**src/verilog/llki_pkg.sv**
```systemverilog
/* LLKI protocol processor definitions
   Widths, register map, message and status codes, FSM states and port structs */
package llki_pkg;

  // ------------------------------
  // Widths and register map
  // ------------------------------
  // Host bus and key word width
  localparam int LLKI_DATA_W = 64;
  localparam int LLKI_ADDR_W = 32;
  // ID and status fields share one width
  localparam int LLKI_FIELD_W = 8;
  localparam int LLKI_LEN_W = 16;
  // Only the ready and response bits exist in control/status
  localparam int LLKI_CTRLSTS_W = 2;

  localparam logic [LLKI_ADDR_W-1:0] LLKI_CTRLSTS_ADDR = 32'h0000_0000;
  localparam logic [LLKI_ADDR_W-1:0] LLKI_SENDRECV_ADDR = 32'h0000_0008;

  // Control/status bit positions
  localparam int LLKI_CTRLSTS_READY_BIT = 0;
  localparam int LLKI_CTRLSTS_RESP_BIT = 1;

  // Message word layout, upper bits are zero
  localparam int LLKI_MSG_ID_LSB = 0;
  localparam int LLKI_STATUS_LSB = 8;
  localparam int LLKI_LEN_LSB = 16;

  // ------------------------------
  // Message and status codes
  // ------------------------------
  typedef enum logic [LLKI_FIELD_W-1:0] {
    LOAD_KEY_REQ    = 8'h00,
    CLEAR_KEY_REQ   = 8'h01,
    KEY_STATUS_REQ  = 8'h02,
    LOAD_KEY_ACK    = 8'h03,
    CLEAR_KEY_ACK   = 8'h04,
    KEY_STATUS_RESP = 8'h05,
    ERROR_RESP      = 8'h06
  } llki_msg_id_e;

  typedef enum logic [LLKI_FIELD_W-1:0] {
    GOOD            = 8'h00,
    KEY_PRESENT     = 8'h01,
    KEY_NOT_PRESENT = 8'h02,
    BAD_MSG_ID      = 8'h20,
    BAD_MSG_LEN     = 8'h21,
    KEY_OVERWRITE   = 8'h22,
    BAD_KEY_LEN     = 8'h23,
    LOSS_OF_SYNC    = 8'h24
  } llki_status_e;

  // Protocol FSM states
  typedef enum logic [2:0] {
    IDLE,
    MSG_CHECK,
    LOAD_WORDS,
    WAIT_COMPLETE,
    CLEAR_KEY,
    RESPONSE
  } llki_state_e;

  // ------------------------------
  // Port structs
  // ------------------------------
  // Host register strobes, one cycle each
  typedef struct packed {
    logic                   we;
    logic                   re;
    logic [LLKI_ADDR_W-1:0] addr;
    logic [LLKI_DATA_W-1:0] wdata;
  } llki_bus_req_t;

  typedef struct packed {
    logic                   ack;
    logic                   error;
    logic [LLKI_DATA_W-1:0] rdata;
  } llki_bus_rsp_t;

  // Key port toward the core
  typedef struct packed {
    logic [LLKI_DATA_W-1:0] key_data;
    logic                   key_valid;
    logic                   clear_key;
  } llki_key_cmd_t;

  // Levels from the core
  typedef struct packed {
    logic key_ready;
    logic key_complete;
    logic clear_ack;
  } llki_key_sts_t;

  // Send/receive events from decoder to FSM
  typedef struct packed {
    logic                   sr_wr;
    logic                   sr_rd;
    logic [LLKI_DATA_W-1:0] wdata;
  } llki_msg_evt_t;

  // Single response buffer from FSM to decoder
  typedef struct packed {
    logic                   waiting;
    logic [LLKI_DATA_W-1:0] word;
  } llki_resp_t;

endpackage

```
**src/verilog/llki_reg_decode.sv**
```systemverilog
/* LLKI register decoder
   Maps host strobes onto control/status and send/receive, answers one cycle later */
module llki_reg_decode (
  input  logic                    clk,
  input  logic                    rst,
  input  llki_pkg::llki_bus_req_t bus_req_i,
  output llki_pkg::llki_bus_rsp_t bus_rsp_o,
  input  logic                    key_ready_i,
  input  llki_pkg::llki_resp_t    resp_i,
  output llki_pkg::llki_msg_evt_t msg_evt_o
);
  import llki_pkg::*;

  logic                      strobe;
  logic                      hit_ctrlsts;
  logic                      hit_sendrecv;
  // Read-only status bits, sampled every cycle
  logic [LLKI_CTRLSTS_W-1:0] ctrlsts_q;
  llki_bus_rsp_t             rsp_d;
  llki_bus_rsp_t             rsp_q;

  // ------------------------------
  // Address decode
  // ------------------------------
  assign strobe       = bus_req_i.we || bus_req_i.re;
  assign hit_ctrlsts  = (bus_req_i.addr == LLKI_CTRLSTS_ADDR);
  assign hit_sendrecv = (bus_req_i.addr == LLKI_SENDRECV_ADDR);

  // Send/receive accesses go straight to the FSM in the strobe cycle
  assign msg_evt_o.sr_wr = bus_req_i.we && hit_sendrecv;
  assign msg_evt_o.sr_rd = bus_req_i.re && hit_sendrecv;
  assign msg_evt_o.wdata = bus_req_i.wdata;

  // ------------------------------
  // Response formation
  // ------------------------------
  always_comb begin
    rsp_d = '0;
    // Every strobe is acknowledged
    rsp_d.ack = strobe;
    // Unmapped address on either access type
    rsp_d.error = strobe && !(hit_ctrlsts || hit_sendrecv);
    if (bus_req_i.re) begin
      if (hit_ctrlsts) begin
        // Status bits as they stood the cycle before
        rsp_d.rdata[LLKI_CTRLSTS_W-1:0] = ctrlsts_q;
      end else if (hit_sendrecv) begin
        // Zero unless a response is buffered
        rsp_d.rdata = resp_i.word;
      end
    end
  end

  // ------------------------------
  // Registers
  // ------------------------------
  always_ff @(posedge clk or posedge rst) begin
    if (rst) begin
      rsp_q     <= '0;
      ctrlsts_q <= '0;
    end else begin
      // Ack, error and read data land one cycle after the strobe
      rsp_q <= rsp_d;
      // Ready for next key word, as seen from the core
      ctrlsts_q[LLKI_CTRLSTS_READY_BIT] <= key_ready_i;
      // Response-waiting trails the FSM buffer by a cycle
      ctrlsts_q[LLKI_CTRLSTS_RESP_BIT]  <= resp_i.waiting;
    end
  end

  assign bus_rsp_o = rsp_q;

endmodule

```
**src/verilog/llki_msg_fsm.sv**
```systemverilog
/* LLKI protocol FSM
   Checks requests, forwards key words, clears keys and buffers one response */
module llki_msg_fsm (
  input  logic                    clk,
  input  logic                    rst,
  input  llki_pkg::llki_msg_evt_t msg_evt_i,
  input  llki_pkg::llki_key_sts_t key_sts_i,
  output llki_pkg::llki_key_cmd_t key_cmd_o,
  output llki_pkg::llki_resp_t    resp_o
);
  import llki_pkg::*;

  llki_state_e            state_q;
  llki_state_e            state_d;
  // Request header, rewritten in place into the response header
  llki_msg_id_e           msg_id_q;
  llki_msg_id_e           msg_id_d;
  llki_status_e           status_q;
  llki_status_e           status_d;
  // Remaining length, header included
  logic [LLKI_LEN_W-1:0]  len_q;
  logic [LLKI_LEN_W-1:0]  len_d;
  // Key port
  logic                   key_valid_q;
  logic                   key_valid_d;
  logic [LLKI_DATA_W-1:0] key_data_q;
  logic [LLKI_DATA_W-1:0] key_data_d;
  logic                   clear_key_q;
  // Response buffer
  logic                   waiting_q;
  logic                   waiting_d;
  logic [LLKI_DATA_W-1:0] word_q;
  logic [LLKI_DATA_W-1:0] word_d;
  logic [LLKI_DATA_W-1:0] resp_word;

  // ------------------------------
  // Response word
  // ------------------------------
  // Every response has length 1
  always_comb begin
    resp_word = '0;
    resp_word[LLKI_MSG_ID_LSB +: LLKI_FIELD_W] = msg_id_q;
    resp_word[LLKI_STATUS_LSB +: LLKI_FIELD_W] = status_q;
    resp_word[LLKI_LEN_LSB +: LLKI_LEN_W]      = LLKI_LEN_W'(1);
  end

  // ------------------------------
  // Next state
  // ------------------------------
  always_comb begin
    state_d     = state_q;
    msg_id_d    = msg_id_q;
    status_d    = status_q;
    len_d       = len_q;
    // Key port idles at zero between pulses
    key_valid_d = 1'b0;
    key_data_d  = '0;
    // Buffer is empty outside RESPONSE
    waiting_d   = 1'b0;
    word_d      = '0;

    case (state_q)
      IDLE: begin
        // Capture the request header
        if (msg_evt_i.sr_wr) begin
          msg_id_d = llki_msg_id_e'(msg_evt_i.wdata[LLKI_MSG_ID_LSB +: LLKI_FIELD_W]);
          status_d = llki_status_e'(msg_evt_i.wdata[LLKI_STATUS_LSB +: LLKI_FIELD_W]);
          len_d    = msg_evt_i.wdata[LLKI_LEN_LSB +: LLKI_LEN_W];
          state_d  = MSG_CHECK;
        end
      end

      MSG_CHECK: begin
        // Single-cycle decision on the captured header
        state_d = RESPONSE;
        case (msg_id_q)
          LOAD_KEY_REQ: begin
            if (len_q <= LLKI_LEN_W'(1)) begin
              // A load needs at least one key word
              msg_id_d = ERROR_RESP;
              status_d = BAD_MSG_LEN;
            end else if (key_sts_i.key_complete) begin
              // Existing key must be cleared first
              msg_id_d = ERROR_RESP;
              status_d = KEY_OVERWRITE;
            end else begin
              state_d = LOAD_WORDS;
            end
          end
          CLEAR_KEY_REQ: begin
            if (len_q != LLKI_LEN_W'(1)) begin
              msg_id_d = ERROR_RESP;
              status_d = BAD_MSG_LEN;
            end else begin
              state_d = CLEAR_KEY;
            end
          end
          KEY_STATUS_REQ: begin
            if (len_q != LLKI_LEN_W'(1)) begin
              msg_id_d = ERROR_RESP;
              status_d = BAD_MSG_LEN;
            end else begin
              msg_id_d = KEY_STATUS_RESP;
              status_d = key_sts_i.key_complete ? KEY_PRESENT : KEY_NOT_PRESENT;
            end
          end
          default: begin
            msg_id_d = ERROR_RESP;
            status_d = BAD_MSG_ID;
          end
        endcase
      end

      LOAD_WORDS: begin
        // Host checks ready for key before each word
        if (msg_evt_i.sr_wr) begin
          if (!key_sts_i.key_ready) begin
            // Word dropped, core not ready
            msg_id_d = ERROR_RESP;
            status_d = LOSS_OF_SYNC;
            state_d  = RESPONSE;
          end else if (key_sts_i.key_complete) begin
            // Key longer than the core expects, wipe it
            msg_id_d = ERROR_RESP;
            status_d = BAD_KEY_LEN;
            state_d  = CLEAR_KEY;
          end else begin
            key_valid_d = 1'b1;
            key_data_d  = msg_evt_i.wdata;
            if (len_q == LLKI_LEN_W'(2)) begin
              // Last word, wait for the core to finish
              msg_id_d = LOAD_KEY_ACK;
              status_d = GOOD;
              state_d  = WAIT_COMPLETE;
            end else begin
              len_d = len_q - LLKI_LEN_W'(1);
            end
          end
        end
      end

      WAIT_COMPLETE: begin
        if (key_sts_i.key_complete) begin
          state_d = RESPONSE;
        end
      end

      CLEAR_KEY: begin
        if (key_sts_i.clear_ack) begin
          // Error path keeps its ID and status
          if (msg_id_q != ERROR_RESP) begin
            msg_id_d = CLEAR_KEY_ACK;
            status_d = GOOD;
          end
          state_d = RESPONSE;
        end
      end

      RESPONSE: begin
        // Read of send/receive releases the buffer
        if (msg_evt_i.sr_rd) begin
          state_d = IDLE;
        end else begin
          waiting_d = 1'b1;
          word_d    = resp_word;
        end
      end

      default: begin
        state_d = IDLE;
      end
    endcase
  end

  // ------------------------------
  // Registers
  // ------------------------------
  always_ff @(posedge clk or posedge rst) begin
    if (rst) begin
      state_q     <= IDLE;
      msg_id_q    <= LOAD_KEY_REQ;
      status_q    <= GOOD;
      len_q       <= '0;
      key_valid_q <= 1'b0;
      clear_key_q <= 1'b0;
      waiting_q   <= 1'b0;
      word_q      <= '0;
    end else begin
      state_q     <= state_d;
      msg_id_q    <= msg_id_d;
      status_q    <= status_d;
      len_q       <= len_d;
      key_valid_q <= key_valid_d;
      // High for exactly the cycles spent in CLEAR_KEY
      clear_key_q <= (state_d == CLEAR_KEY);
      waiting_q   <= waiting_d;
      word_q      <= word_d;
    end
  end

  // Key word payload
  always_ff @(posedge clk) begin
    key_data_q <= key_data_d;
  end

  assign key_cmd_o.key_data  = key_data_q;
  assign key_cmd_o.key_valid = key_valid_q;
  assign key_cmd_o.clear_key = clear_key_q;

  assign resp_o.waiting = waiting_q;
  assign resp_o.word    = word_q;

endmodule

```
**src/verilog/llki_pp.sv**
```systemverilog
/* LLKI protocol processor
   Host register interface on one side, key-loading port of a keyed core on the other */
module llki_pp (
  input  logic                    clk,
  input  logic                    rst,
  // Host register bus
  input  llki_pkg::llki_bus_req_t bus_req_i,
  output llki_pkg::llki_bus_rsp_t bus_rsp_o,
  // Key port
  input  llki_pkg::llki_key_sts_t key_sts_i,
  output llki_pkg::llki_key_cmd_t key_cmd_o
);
  import llki_pkg::*;

  // Send/receive strobes toward the FSM
  llki_msg_evt_t msg_evt;
  // Buffered response back to the decoder
  llki_resp_t    resp;

  // ------------------------------
  // Register decode
  // ------------------------------
  llki_reg_decode u_reg_decode (
    .clk         (clk),
    .rst         (rst),
    .bus_req_i   (bus_req_i),
    .bus_rsp_o   (bus_rsp_o),
    // Feeds the ready-for-key status bit
    .key_ready_i (key_sts_i.key_ready),
    .resp_i      (resp),
    .msg_evt_o   (msg_evt)
  );

  // ------------------------------
  // Protocol FSM
  // ------------------------------
  llki_msg_fsm u_msg_fsm (
    .clk       (clk),
    .rst       (rst),
    .msg_evt_i (msg_evt),
    .key_sts_i (key_sts_i),
    .key_cmd_o (key_cmd_o),
    .resp_o    (resp)
  );

endmodule

```
**config.mk**
```make
export PLATFORM = sky130hd
export DESIGN_NAME = llki_pp
export DESIGN_NICKNAME = d
export VERILOG_FILES = /design/src/verilog/llki_pkg.sv /design/src/verilog/llki_reg_decode.sv /design/src/verilog/llki_msg_fsm.sv /design/src/verilog/llki_pp.sv
export SDC_FILE = /design/constraint.sdc
export NUM_CORES = 1
export LEC_CHECK = 0
export ABC_AREA = 1
export ABC_CLOCK_PERIOD_IN_PS = 3100
export BUFFER_PORTS_ARGS = -buffer_cell sky130_fd_sc_hd__buf_2
export CORE_MARGIN = 4
export CORE_UTILIZATION = 49
export DETAILED_ROUTE_END_ITERATION = 8
export PLACE_DENSITY = 0.76
export SLEW_MARGIN = 20
export SYNTH_ARGS = -nofsm -noshare
export SYNTH_HDL_FRONTEND = slang
export SYNTH_SLANG_ARGS = --single-unit
```
**constraint.sdc**
```tcl
create_clock -name clk -period 3.1 [get_ports clk]
set_input_delay 0.465 -clock clk [delete_from_list [all_inputs] [get_ports clk]]
set_output_delay 0.465 -clock clk [all_outputs]
set_load 0.01 [all_outputs]
```
==> reports/summary.txt <==
Status = completed
Root Buffer = clkbuf_16
Main combinational cell family by area after synthesis = simple AND/OR/NAND/NOR gates
Hold Slack = 0.2244 ns
Dpl cells = 1,104
Drt first-iter violations = 403
TritonCTS Buffers = 17
Setup ws final = 0.8241 ns
Seq pwr share = 40.3%
Clock Tree Buf Depth = 2
Final #Nets = 1,061
Max Cap Violations = 0
DR vias = 5,084
# setup viols final = 0
Design area = 7487 µm²
Post-cts resize count = 0
P&R area growth vs syn = 23.76%
I/O Pins = 235
Setup TNS = 0 ns
Sequential area share after synthesis = 52.20%
Antenna Cells = 0
Peak VDD IR = 0.0005304 V
Yosys warns = 0
Rows = 40
Synth Area in Simple Gates = 26.97%
Worst-margin pin slew = 0.9408 ns
DPL Wire Length = 10,220 µm
Via count of the first global-routing pass = 4,781
Core area = 12,060 µm²
Area of placed instances = 6927 µm²
Startpoint Class = register
Critical Path AT = 2.63 ns
Initial antenna violation count = 0
Layout cell share with drive strength beyond 1 = 25.21%
Clock latency on the worst-skew pair = 0.42 ns
Adder-cell share of the synthesized area = 0.6205%
Design internal power = 3.781 mW
Clk pwr share = 33.2%
PortBufs = 187
CTS sink count = 139
Crit-path cells = inv_2, nand3_2, nor2_1, inv_1, nor2_1, inv_2, buf_4, nor2_1
CP delay by family, top = buffers and inverters
Non-filler cells, final = 1,136
Unrepaired setup endpoints after global routing = false
Async SR Flop Fraction = 53.96%
Drt via density = 4.475
Minimum clock period after layout = 2.276 ns
CTS tree = done
Crit path top cell by count = nor2_1
Combinational cell fraction of total power = 26.6%
Cell area after synthesis = 6050 µm²
DRC errors left = 0
Post-layout util = 62.07%
LEAKAGE = 4.273 nW
Synth cell types = 33
Total power = 5.739 mW
XOR/XNOR Fraction of Synth Area = 0.7239%
Power per cell area = 766.5 nW/µm²
Final hold viol count = 0
Routed Antenna Nets = 0
Post-synth EDFFs = 0
Skew final = 0.004034 ns
Die Ht = 119.1 µm
Synth Register Bits = 139
Critical Path Fanout Max = 58
Post-CTS Hold Buffers = 0
Sw Pwr = 1.958 mW
Achievable clock frequency = 439.4 MHz
Initial DRT Pass Iterations = 4
Die area = 14,190 µm²
Post-synthesis mux area share = 0%
Worst Setup End Kind = register
Slew headroom = 37.28%
Mean Syn Cell Area = 7.908 µm²
GRT Overall Usage = 19.51%
Overflow after GRT = 0
Switching share of power = 34.12%
Max stage delay cell, worst path = dfrtp_1
GPL Wtd Cong = 0.9367
CTS clock-pin slew for the worst setup and hold paths = 0.05 ns
WP data required = 3.45 ns
CP bufs+invs = 4
Period utilization = 73.42%
Routed wire length = 13,590 µm
CP Class = register to register
Compound-gate portion of the synthesized area = 3.475%
Hold/Removal Path Class = primary input to asynchronous set/reset pin
Fillers = 1,106
Post-CTS setup buffers = 0
Largest net degree at the start of global routing = 59
DP Worst Slack = 0.7130 ns
Starting density of the core = 50.16%
CP peak stage delay = 0.42 ns
Routed WL per cell = 11.96 µm
Slew Limit Fails = 0
First-pass GRT wire length = 22,160 µm
Syn Inst Count = 765
Commonest register cell after synthesis = dfrtp_1
Max H-tree Level = 4
Die X = 119.1 µm
[kinds of logic after synthesis]
group	count (synthesis)
AOI/OAI and AO/OA	40
and+or+nand+nor	384
adders and majority gates	3
buffers and inverters	193
other	1
xor gates and xnor gates	5
DFF	139
[routing by layer]
metal  global-route usage [%]  vias to the layer above  share of wire [%]
li1                         -                     2571                  -
met3                    7.550                       18                8.8
met2                    31.23                      196                 47
met5                        0                        -                  0
met4                    7.531                        0                1.8
met1                    23.77                     2299                 42
[sequential cells by signal, summed over array words and instances, names as in the netlist, 2 cells and up]
signal and flops:
u_msg_fsm.status_q 8, u_msg_fsm.len_q 16, u_msg_fsm.state_q 3, u_msg_fsm.word_q 16, u_reg_decode.bus_rsp_o 19, u_msg_fsm.msg_id_q 8, u_reg_decode.ctrlsts_q 2, u_msg_fsm.key_data_q 64
[power by group through the flow]
stage	Clock [mW]	Sequential (mW)	Combinational [mW]
global placement	0	2.33	1.48
finish	1.90	2.31	1.52
global route	2.02	2.35	1.77
CTS	1.94	2.31	1.53
detailed placement	0	2.34	1.52
floorplan	0	2.28	1.28
[cell usage after synthesis, types with 3 or more instances]
library cell	n	area, µm²
nor2_1	142	533.0
clkbuf_1	5	18.77
ha_1	3	37.54
dfxtp_1	64	1281
nand2_1	170	638.1
inv_1	119	446.7
nor3b_1	14	105.1
nand3_1	27	135.1
a21oi_1	6	30.03
nand4_1	6	37.54
nand2_2	3	18.77
nor2_2	7	43.79
xor2_1	4	35.03
buf_2	3	15.01
dfrtp_1	75	1877
nor3_1	5	25.02
nand3b_1	3	22.52
o21ai_1	9	45.04
nor2_4	3	33.78
buf_6	5	56.30
inv_2	7	26.28
buf_4	53	397.9
o21ai_0	21	105.1
[layout make-up]
| class | instances | area [µm²] | area share, % |
|---|---|---|---|
| inverter | 126 | 473.0 | 6.317 |
| multi-input combinational | 479 | 2100 | 28.04 |
| tap | 168 | 210.2 | 2.807 |
| clock buffer | 19 | 432.9 | 5.782 |
| sequential | 139 | 3158 | 42.18 |
| clock inverter | 13 | 127.6 | 1.705 |
| timing repair buffer | 192 | 985.9 | 13.17 |
[worst paths after layout]
path | cells after the start | end | slack [ns] | startpoint
min | 2 | u_msg_fsm.clear_key_q | 0.22 | rst
min reg2reg | 0 | u_reg_decode.ctrlsts_q[1] | 0.36 | u_msg_fsm.waiting_q
max in group asynchronous | 3 | u_msg_fsm.msg_id_q[3] | 2.20 | rst
max | 8 | u_msg_fsm.key_data_q[15] | 0.82 | u_msg_fsm.state_q[2]
min in group clk | 3 | u_msg_fsm.key_data_q[61] | 0.26 | bus_req_i[61]
max reg2reg | 8 | u_msg_fsm.key_data_q[15] | 0.82 | u_msg_fsm.state_q[2]
[layout by cell type (no fill, tap or decap), types with 3 or more instances in the layout]
cell type	n
a21oi_1	6
o21ai_1	9
inv_2	8
inv_1	118
ha_1	3
dfxtp_1	64
nand4_1	6
clkinv_2	4
nor3b_1	14
nor2_1	142
clkbuf_16	17
nor3_1	5
buf_4	4
nor2_4	3
conb_1	47
nand3b_1	3
o21ai_0	21
nand2_2	3
nand3_1	27
nand2_1	170
buf_2	187
xor2_1	4
nor2_2	7
clkinvlp_4	3
dfrtp_1	75
Power figures use the tool's default switching activity.
